<file path="src/include/bp_consts.svh">
`ifndef BP_CONSTS_SVH
`define BP_CONSTS_SVH

// log2 of the number of target buffer entries
`define BP_ENTRY_BITS 3

// local history length per entry, gives 2**BP_HIST_BITS counters
`define BP_HIST_BITS 2

// counter value that flush and reset load
`define BP_CNT_INIT 2'b01

// fixed instruction size used for the fall-through pc
`define BP_INSN_BYTES 32'd4

`endif

</file>
<file path="src/source/rv32i_types.sv">
package rv32i_types;

  // one pc or target address
  typedef logic [31:0] rv32i_word;

  // answer returned to fetch in the same cycle
  typedef struct packed {
    logic      hit;     // pc found in the target buffer
    logic      taken;   // predicted direction
    rv32i_word target;  // predicted target, valid with hit
    logic      is_jal;  // entry belongs to a jal
  } bp_predict_t;

  // resolved control-flow instruction from the memory stage
  typedef struct packed {
    logic      valid;        // single-cycle strobe
    rv32i_word pc;
    rv32i_word target;       // resolved target address
    logic      taken;        // resolved direction
    logic      is_branch;
    logic      is_jal;
    logic      pred_taken;   // what fetch predicted
    rv32i_word pred_target;  // target fetch used
  } bp_resolve_t;

  // command from the resolve controller to the target buffer
  typedef struct packed {
    logic      replace;  // allocate a new entry
    logic      update;   // train the matching entry
    rv32i_word pc;
    rv32i_word target;
    logic      taken;
    logic      is_jal;
  } bp_cmd_t;

endpackage

</file>
<file path="src/source/branch_history_table.sv">
`timescale 1ns/1ps
`include "bp_consts.svh"

module branch_history_table (
  input  logic clk,
  input  logic rst,
  input  logic update,         // train with branch_result
  input  logic flush,          // entry is reallocated
  input  logic branch_result,  // resolved direction
  output logic prediction
);

  localparam int num_cnt = 1 << `BP_HIST_BITS;

  logic [`BP_HIST_BITS-1:0] hist_q;    // newest outcome at bit 0
  logic [1:0]               cnt_q [num_cnt];
  logic [1:0]               cnt_sel;   // counter picked by the history

  // two-bit saturating step toward the outcome
  function automatic logic [1:0] step_cnt(input logic [1:0] cnt, input logic taken);
    logic [1:0] nxt;
    nxt = cnt;
    if (taken && cnt != 2'b11) begin
      nxt = cnt + 2'b01;
    end else if (!taken && cnt != 2'b00) begin
      nxt = cnt - 2'b01;
    end
    return nxt;
  endfunction

  assign cnt_sel    = cnt_q[hist_q];
  assign prediction = cnt_sel[1];  // msb set means taken

  always_ff @(posedge clk) begin
    if (rst || flush) begin
      hist_q <= '0;
      for (int i = 0; i < num_cnt; i++) begin
        cnt_q[i] <= `BP_CNT_INIT;  // weakly not taken
      end
    end else if (update) begin
      cnt_q[hist_q] <= step_cnt(cnt_sel, branch_result);
      if (`BP_HIST_BITS > 1) begin
        hist_q <= {hist_q[`BP_HIST_BITS-2:0], branch_result};
      end else begin
        hist_q <= branch_result;
      end
    end
  end

endmodule

</file>
<file path="src/source/btb_bht.sv">
`timescale 1ns/1ps
`include "bp_consts.svh"

module btb_bht
  import rv32i_types::*;
(
  input  logic        clk,
  input  logic        rst,
  input  rv32i_word   fetch_pc,  // lookup address from fetch
  input  bp_cmd_t     cmd,       // allocate or train request
  output bp_predict_t predict,
  output logic        mem_hit    // cmd.pc is present
);

  localparam int num_entries = 1 << `BP_ENTRY_BITS;

  // payload of one buffer entry
  typedef struct packed {
    rv32i_word tag;
    rv32i_word target;
    logic      is_jal;
  } btb_entry_t;

  btb_entry_t               entry_q     [num_entries];
  logic                     valid_q     [num_entries];
  logic [`BP_ENTRY_BITS-1:0] replace_ptr;

  logic fetch_match [num_entries];
  logic cmd_match   [num_entries];
  logic hist_pred   [num_entries];

  // control state, valid bits and round-robin pointer
  always_ff @(posedge clk) begin
    if (rst) begin
      replace_ptr <= '0;
      for (int i = 0; i < num_entries; i++) begin
        valid_q[i] <= 1'b0;
      end
    end else if (cmd.replace) begin
      valid_q[replace_ptr] <= 1'b1;
      replace_ptr          <= replace_ptr + 1'b1;  // wraps at num_entries
    end
  end

  // entry payload needs no reset, valid guards it
  always_ff @(posedge clk) begin
    if (cmd.replace) begin
      entry_q[replace_ptr].tag    <= cmd.pc;
      entry_q[replace_ptr].target <= cmd.target;
      entry_q[replace_ptr].is_jal <= cmd.is_jal;
    end
  end

  genvar j;
  generate
    for (j = 0; j < num_entries; j++) begin : g_entry
      assign fetch_match[j] = valid_q[j] && (entry_q[j].tag == fetch_pc);
      assign cmd_match[j]   = valid_q[j] && (entry_q[j].tag == cmd.pc);

      branch_history_table u_bht (
        .clk           (clk),
        .rst           (rst),
        .update        (cmd.update && cmd_match[j]),
        .flush         (cmd.replace && (replace_ptr == j)),
        .branch_result (cmd.taken),
        .prediction    (hist_pred[j])
      );
    end
  endgenerate

  // tags are unique, so at most one entry matches each address
  always_comb begin
    predict = '0;
    mem_hit = 1'b0;
    for (int i = 0; i < num_entries; i++) begin
      if (fetch_match[i]) begin
        predict.hit    = 1'b1;
        predict.target = entry_q[i].target;
        predict.is_jal = entry_q[i].is_jal;
        predict.taken  = entry_q[i].is_jal | hist_pred[i];  // jal always taken
      end
      if (cmd_match[i]) begin
        mem_hit = 1'b1;
      end
    end
  end

endmodule

</file>
<file path="src/source/branch_resolve_ctrl.sv">
`timescale 1ns/1ps
`include "bp_consts.svh"

module branch_resolve_ctrl
  import rv32i_types::*;
(
  input  bp_resolve_t resolve,      // memory-stage report
  input  logic        mem_hit,      // resolve.pc already in the buffer
  output bp_cmd_t     cmd,
  output logic        mispredict,
  output rv32i_word   redirect_pc
);

  logic is_ctrl;      // instruction the buffer tracks
  logic dir_wrong;    // direction differs from fetch
  logic target_wrong; // both taken but target differs
  rv32i_word fall_pc;

  assign is_ctrl = resolve.is_branch || resolve.is_jal;

  // only taken misses get an entry, a not-taken miss looks like any other insn
  assign cmd.replace = resolve.valid && resolve.taken && is_ctrl && !mem_hit;

  // jal entries have a fixed direction and are never trained
  assign cmd.update  = resolve.valid && resolve.is_branch && !resolve.is_jal && mem_hit;

  assign cmd.pc     = resolve.pc;
  assign cmd.target = resolve.target;
  assign cmd.taken  = resolve.taken;
  assign cmd.is_jal = resolve.is_jal;

  assign dir_wrong    = resolve.pred_taken != resolve.taken;
  assign target_wrong = resolve.pred_taken && resolve.taken &&
                        (resolve.pred_target != resolve.target);

  assign mispredict = resolve.valid && (dir_wrong || target_wrong);

  assign fall_pc     = resolve.pc + `BP_INSN_BYTES;
  assign redirect_pc = resolve.taken ? resolve.target : fall_pc;

endmodule

</file>
<file path="src/source/branch_predictor.sv">
`timescale 1ns/1ps

module branch_predictor
  import rv32i_types::*;
(
  input  logic        clk,
  input  logic        rst,
  input  rv32i_word   fetch_pc,     // pc of the fetch stage
  input  bp_resolve_t resolve,      // strobe from the memory stage
  output bp_predict_t predict,      // same-cycle answer to fetch
  output logic        mispredict,   // one-cycle flush request
  output rv32i_word   redirect_pc   // where fetch restarts
);

  bp_cmd_t cmd;      // allocate or train request
  logic    mem_hit;  // resolve.pc lookup result

  branch_resolve_ctrl u_ctrl (
    .resolve     (resolve),
    .mem_hit     (mem_hit),
    .cmd         (cmd),
    .mispredict  (mispredict),
    .redirect_pc (redirect_pc)
  );

  btb_bht u_btb (
    .clk      (clk),
    .rst      (rst),
    .fetch_pc (fetch_pc),
    .cmd      (cmd),
    .predict  (predict),
    .mem_hit  (mem_hit)
  );

endmodule

</file>
<file path="config.mk">
export PLATFORM = sky130hd
export DESIGN_NAME = branch_predictor
export DESIGN_NICKNAME = d
export VERILOG_FILES = /design/src/source/rv32i_types.sv /design/src/source/branch_history_table.sv /design/src/source/btb_bht.sv /design/src/source/branch_resolve_ctrl.sv /design/src/source/branch_predictor.sv
export VERILOG_INCLUDE_DIRS = /design/src /design/src/include
export SDC_FILE = /design/constraint.sdc
export NUM_CORES = 1
export LEC_CHECK = 0
export ABC_AREA = 1
export BUFFER_PORTS_ARGS = -buffer_cell sky130_fd_sc_hd__buf_2
export CORE_MARGIN = 5
export CORE_UTILIZATION = 44
export DETAILED_ROUTE_END_ITERATION = 16
export SLEW_MARGIN = 20
export SYNTH_ARGS = -nofsm -noshare
export SYNTH_HDL_FRONTEND = slang
export SYNTH_SLANG_ARGS = --single-unit
</file>
<file path="constraint.sdc">
create_clock -name clk -period 3.8 [get_ports clk]
set_input_delay 0.19 -clock clk [delete_from_list [all_inputs] [get_ports clk]]
set_output_delay 0.19 -clock clk [all_outputs]
set_load 0.02 [all_outputs]
</file>
==> flow_summary.yaml, run 1 <==
synth:
  synthesis.nets: 3766
  yosysTopAreaCellShare_pct: 53.1
  syn_inst: 3607
  synth_area_per_cell_um2: 9.16
  synthTopCellsByCount: "1035 x nand2_1, 584 x edfxtp_1, 352 x nor2_1"
  async_flop_share_pct: 0
  ys_types: 51
  syn_area_mm2: 0.0330
  netlist_top_cells_area: "edfxtp_1 53%, nand2_1 12%, nor2_1 4.0%"
  ys_seq_elements: 627
  synth.most_common_cell: "nand2_1"
  ys_seq_area_share_pct: 55.7
  synth_edf_count: 584
  ys.flop_type: "edfxtp_1"
  ys.warnings.count: 0
  yosysTopAreaCell: "edfxtp_1"
floorplan:
  initial_core_util_pct: 44.4
  die_w_um: 284
  dieArea_mm2: 0.0807
  coreArea_mm2: 0.0744
  die_y_um: 284
  ios: 203
  rows: 100
worst_setup_path:
  arrival_ns: 3.55
  worst-endpoint-required_ns: 3.61
  crit_fanout: 28
  start_kind: "register"
  path_class: "reg -> out"
  end_kind: "primary output"
detailed_routing:
  viasPerCell: 5.85
  vias: 29600
  drt-total-wl_um: 156000
  drt_iter0_drc: 4049
  wire_per_inst_um: 30.7
  first_pass_iters: 8
  postRouteAntennaNets: 0
  drc: 0
power:
  swShare_pct: 25.6
  clkPwrFrac_pct: 43.7
  power_switching_w: 0.00423
  leakage_nw: 16.3
  combPwrFrac_pct: 9.7
  p_seq_share_pct: 46.5
  internal-power_w: 0.0123
  powerDensity_mw_per_mm2: 417
  peakVddDrop_mv: 0.420
timing:
  fin_crit_ns: 3.74
  finalHoldViolCount: 0
  rsz0062_at_grt: "no"
  finalCritPeriodShare_pct: 98.4
  slew_viol_final: 0
  setup-violations-final: 0
  finClkSkew_ns: 0.0321
  worst_slew_pin_slew_ns: 0.888
  worst_slack_ns: 0.0605
  relSlewSlack_pct: 40.4
  fmax_ghz: 0.267
  timing.setup.tns_ns: 0
finish:
  fin_cells: 5062
  layout-drive-gt1-share_pct: 17.3
  syn2layout_area_growth_pct: 20.0
  fill_cells: 6801
  nets: 4199
clock_network:
  clk_pin_slew_ns: 0.06
  clock_latency_ns: 0.64
  htree_levels: 3
  cts_buffers: 71
  cts_tree: "yes"
  cts_root_buffer: "clkbuf_16"
  cts_num_sinks: 627
  clk_path_buf_depth: 3
place:
  place.gp.congestion: 1.09
  dpl.hpwl_um: 118000
  place_ws_ns: 0.458
  dp.cells: 4885
  portBuffers: 202
grt:
  antenna_found_initial: 10
  grt_pass1_wl_um: 213000
  grt_pass1_vias: 27500
  overflow: 0
  grt_usage_pct: 37.3
  grt_start_max_net_pins: 66
min_path:
  hold_class: "in -> reg"
job:
  maxCapViolations: 0
outcome:
  status: "finished, final reports clean"
layer usage:
| layer | up-vias | GRT usage, % | part of all wire (%) |
|---|---|---|---|
| li1 | 13000 | - | - |
| met1 | 14500 | 52.9 | 41 |
| met2 | 1824 | 55.1 | 42 |
| met3 | 343 | 9.44 | 12 |
| met4 | 8 | 14.6 | 5.1 |
| met5 | - | 0 | 0.033 |
cells in the final DEF, fill, tap and decap left out, drive strengths merged, types with 2 or more instances in the layout:
cell type,count
dfxtp,43
a21oi,115
buf,437
o221ai,5
dlygate4sd3,46
clkinv,32
o31ai,10
inv,373
xor2,48
nand2,1044
or2,27
xnor2,150
ha,24
bufinv,10
nor3,32
o22ai,94
clkinvlp,3
a221oi,6
nand3b,12
o211ai,6
clkbuf,88
o2111ai,8
a32oi,8
edfxtp,584
o21ai,174
nor4,10
nand3,227
nand4,92
nor2,377
a21o,2
worst paths after layout:
check | to | startpoint | depth (start not counted) | slack (ns)
worst min-delay path | u_btb.entry_q[7][54] | resolve[89] | 2 | 0.03
worst min register to register | u_btb.valid_q[4] | u_btb.valid_q[4] | 2 | 0.53
worst max register to register | u_btb.entry_q[5][38] | u_btb.entry_q[1][58] | 18 | 0.24
worst max-delay path | predict[23] | u_btb.entry_q[7][61] | 12 | 0.06
repair_timing:
item	in CTS	in global routing
endpoints found under the hold margin	308	0
resized for setup	3	11
setup buffers	0	5
hold buffers	46	0
setup endpoints to repair	27	38
pin swaps	0	0
power by group through the flow:
stage | registers [W] | logic, W | clock network, W
after floorplan | 0.00780 | 0.000680 | 0
after global placement | 0.00782 | 0.00151 | 0
after detailed placement | 0.00782 | 0.00150 | 0
after CTS | 0.00768 | 0.00155 | 0.00731
after global routing | 0.00768 | 0.00165 | 0.00756
final | 0.00768 | 0.00161 | 0.00722
registers in the layout, indices dropped and copies added, names as in the netlist, named ones only:
name / cells
u_btb.entry_q: 520
u_btb.g_entry.u_bht.cnt_q: 64
u_btb.g_entry.u_bht.hist_q: 16
u_btb.valid_q: 8
u_btb.replace_ptr: 3
logic make-up (layout without fill, tap and decap cells):
group | count (synthesis) | after routing | synth area share (%)
compound gates | 431 | 431 | 7.37
xor+xnor | 198 | 198 | 5.25
fa+ha+maj | 24 | 24 | 0.909
buf+inv | 504 | 989 | 6.34
flops | 627 | 627 | 55.7
other cells | 0 | 1 | 0
simple gates | 1823 | 1823 | 24.4
area by class of cell:
| class | count | area, µm² | share of cell area, % |
|---|---|---|---|
| Multi-Input combinational cell | 2476 | 12600 | 31.8 |
| Antenna cell | 1 | 2.50 | 0.00631 |
| Clock buffer | 88 | 1860 | 4.70 |
| Inverter | 381 | 1440 | 3.63 |
| Clock inverter | 37 | 549 | 1.39 |
| Sequential cell | 627 | 18400 | 46.4 |
| Tap cell | 969 | 1210 | 3.06 |
| Timing Repair Buffer | 483 | 3560 | 8.98 |
worst max-delay path, stage by stage (launching register included):
cell	delay (ns)
edfxtp_1	0.38
inv_1	0.22
o2111ai_1	0.30
nor3_1	0.44
nand4_1	0.17
nor2_1	0.38
nand2_2	0.19
buf_4	0.27
nand2_1	0.10
o21ai_0	0.08
buf_4	0.14
nand2_1	0.07
buf_2	0.16
metrics by stage:
stage	utilization, %	total power [W]	hold slack, ns	cell area (µm²)
after floorplan	-	0.00848	0.289	33000
after global placement	49.3	0.00934	0.482	36700
after detailed placement	49.3	0.00933	0.508	36700
after CTS	53.2	0.0165	0.00402	39600
after global routing	53.3	0.0169	0.0225	39600
final	53.3	0.0165	0.0342	39600
Note: power is estimated with default switching activity, not from simulation.
==> inputs of run 2 (changes only) <==
--- a/config.mk
+++ b/config.mk
@@ -8,7 +8,7 @@
 export LEC_CHECK = 0
 export ABC_AREA = 1
 export BUFFER_PORTS_ARGS = -buffer_cell sky130_fd_sc_hd__buf_2
-export CORE_MARGIN = 5
+export CORE_MARGIN = 8
 export CORE_UTILIZATION = 44
 export DETAILED_ROUTE_END_ITERATION = 16
 export SLEW_MARGIN = 20
==> run 2 against run 1 <==
  * Routed wire length is 2.3% higher
  * Power decreased by 2.1%
  * Sequential share of layout area up 0.44 points
  * Non-clock buffer count decreased by 32
  * Flip-flop and latch count unchanged
  * Worst hold slack worse by 0.020 ns
  * Largest cell class unchanged
  * Cell count shrank 0.57%
  * Maximum frequency down 1.1%
  * Sequential power hardly changed
  * Global-route usage decreased by 0.85 points
  * First-iteration DRC count rose by 10%
==> flow_summary.yaml, run 2 (synthesis gave the netlist of run 1 again) <==
clock_network:
  clock_latency_ns: 0.65
  clk_pin_slew_ns: 0.06
  clk_path_buf_depth: 3
  cts_tree: "yes"
  htree_levels: 3
  cts_num_sinks: 627
  cts_buffers: 72
  cts_root_buffer: "clkbuf_16"
power:
  power_switching_w: 0.00428
  p_seq_share_pct: 47.5
  internal-power_w: 0.0119
  combPwrFrac_pct: 9.9
  leakage_nw: 16.0
  clkPwrFrac_pct: 42.6
  peakVddDrop_mv: 0.378
  powerDensity_mw_per_mm2: 412
  swShare_pct: 26.5
floorplan:
  rows: 100
  ios: 203
  die_y_um: 290
  die_w_um: 290
  dieArea_mm2: 0.0841
  coreArea_mm2: 0.0744
  initial_core_util_pct: 44.4
worst_setup_path:
  worst-endpoint-required_ns: 3.61
  end_kind: "primary output"
  crit_top_cell: "nand2_1"
  path_class: "reg -> out"
  crit_fanout: 22
  startpoint: "u_btb.entry_q[6][34]"
  arrival_ns: 3.59
  r2r-start: "u_btb.entry_q[6][58]"
  r2r_slack_ns: 0.41
  crit_path_end: "predict[33]"
  start_kind: "register"
  r2r-end: "u_btb.g_entry[7].u_bht.cnt_q[1][1]"
  cpPeakStageDelay_ns: 0.59
  path_cells: "nand2_1 > o21ai_0 > nor4_2 > nand3_1 > buf_4 > nor2_4 > buf_4 > nor2_1 > nand2_1 > nand2_1 > nand2_1 > buf_2"
  ff2ff_path_depth: 13
  slowest_stage: "edfxtp_1"
finish:
  final_cell_area_mm2: 0.0393
  syn2layout_area_growth_pct: 18.9
  layout-drive-gt1-share_pct: 16.6
  largest_reg_flops: 520
  top_register: "u_btb.entry_q"
  reg_top3: "u_btb.entry_q: 520 flops, u_btb.g_entry.u_bht.cnt_q: 64 flops, u_btb.g_entry.u_bht.hist_q: 16 flops"
  fill_cells: 6881
  seqCellArea_mm2: 0.0184
  multiInputGateArea_mm2: 0.0126
  mostFrequentLayoutCells: "1034 x nand2_1, 584 x edfxtp_1, 345 x nor2_1"
  mostFrequentLayoutCell: "nand2_1"
  fin_util_pct: 52.8
  nets: 4168
grt:
  overflow: 0
  grt_pass1_wl_um: 217000
  grt_pass1_vias: 27700
  antenna_found_initial: 7
  grt_start_max_net_pins: 68
  grt_usage_pct: 36.4
timing:
  whs_ns: 0.0142
  finClkSkew_ns: 0.0384
  timing.setup.tns_ns: 0
  finalCritPeriodShare_pct: 99.5
  relSlewSlack_pct: 39.3
  finalHoldViolCount: 0
  worst_slew_pin_slew_ns: 0.902
  slew_viol_final: 0
  fmax_ghz: 0.265
  fin_crit_ns: 3.78
  setup-violations-final: 0
  rsz0062_at_grt: "no"
detailed_routing:
  vias: 29700
  postRouteAntennaNets: 0
  drt-total-wl_um: 159000
  drc: 0
  first_pass_iters: 6
  viasPerCell: 5.90
  drt_iter0_drc: 4466
  wire_per_inst_um: 31.6
place:
  dpl.hpwl_um: 120000
  post_dp_cell_area_mm2: 0.0364
  place.gp.congestion: 1.11
  portBuffers: 202
job:
  maxCapViolations: 0
min_path:
  hold_class: "in -> reg"
outcome:
  status: "finished, final reports clean"
==> run 2: how the worst min path moves through the flow <==
stage	startpoint	endpoint	slack (ns)	cells after the start
after floorplan	resolve[33]	u_btb.entry_q[0][0]	0.29	0
after global placement	resolve[93]	u_btb.entry_q[1][58]	0.48	1
after detailed placement	resolve[93]	u_btb.entry_q[1][58]	0.49	1
after CTS	resolve[85]	u_btb.entry_q[1][50]	0.008	1
after global routing	resolve[85]	u_btb.entry_q[1][50]	0.01	1
final	resolve[85]	u_btb.entry_q[1][50]	0.01	1
==> run 2: worst max-delay path, delay by kind of cell, from the launching register on <==
kind	cells	cell delay (ns)
flops	1	0.59
buf+inv	3	0.70
simple gates	8	1.31
compound gates	1	0.33
==> run 2: routing by layer <==
metal / part of all wire (%) / global-route usage [%]
met3: 12 / 10.7
met5: 0.053 / 0
met4: 5.1 / 15.4
met1: 40 / 49.6
met2: 43 / 54.0
==> run 2: what timing repair did <==
| action | 4_1_cts | 5_1_grt |
|---|---|---|
| resized for setup | 0 | 20 |
| setup endpoints to repair | 0 | 36 |
| endpoints found under the hold margin | 321 | 0 |
| setup buffers | 0 | 4 |
| hold buffers | 50 | 0 |
==> run 2: power groups by stage <==
stage / clock network [W] / logic (W) / registers (W)
4_1_cts: 0.00695 / 0.00153 / 0.00768
5_1_grt: 0.00718 / 0.00164 / 0.00769
3_5_place_dp: 0 / 0.00149 / 0.00783
2_1_floorplan: 0 / 0.000680 / 0.00780
3_3_place_gp: 0 / 0.00149 / 0.00783
6_report: 0.00689 / 0.00160 / 0.00769
==> run 2: final cells by class <==
class | instances | share of cell area [%]
clock buffers | 84 | 4.75
multi-input cells | 2476 | 32.2
flip-flops and latches | 627 | 46.8
repair buffers | 451 | 8.42
diodes | 1 | 0.00637
inverters | 381 | 3.67
well taps | 969 | 3.09
clock inverters | 44 | 1.07
==> run 2: per-stage QoR <==
stage	worst slack, ns	cells	total power, W
after floorplan	0.515	3607	0.00848
after global placement	0.393	4849	0.00932
after detailed placement	0.411	4849	0.00931
after CTS	0.0208	5027	0.0162
after global routing	0.00154	5032	0.0165
final	0.0198	5033	0.0162
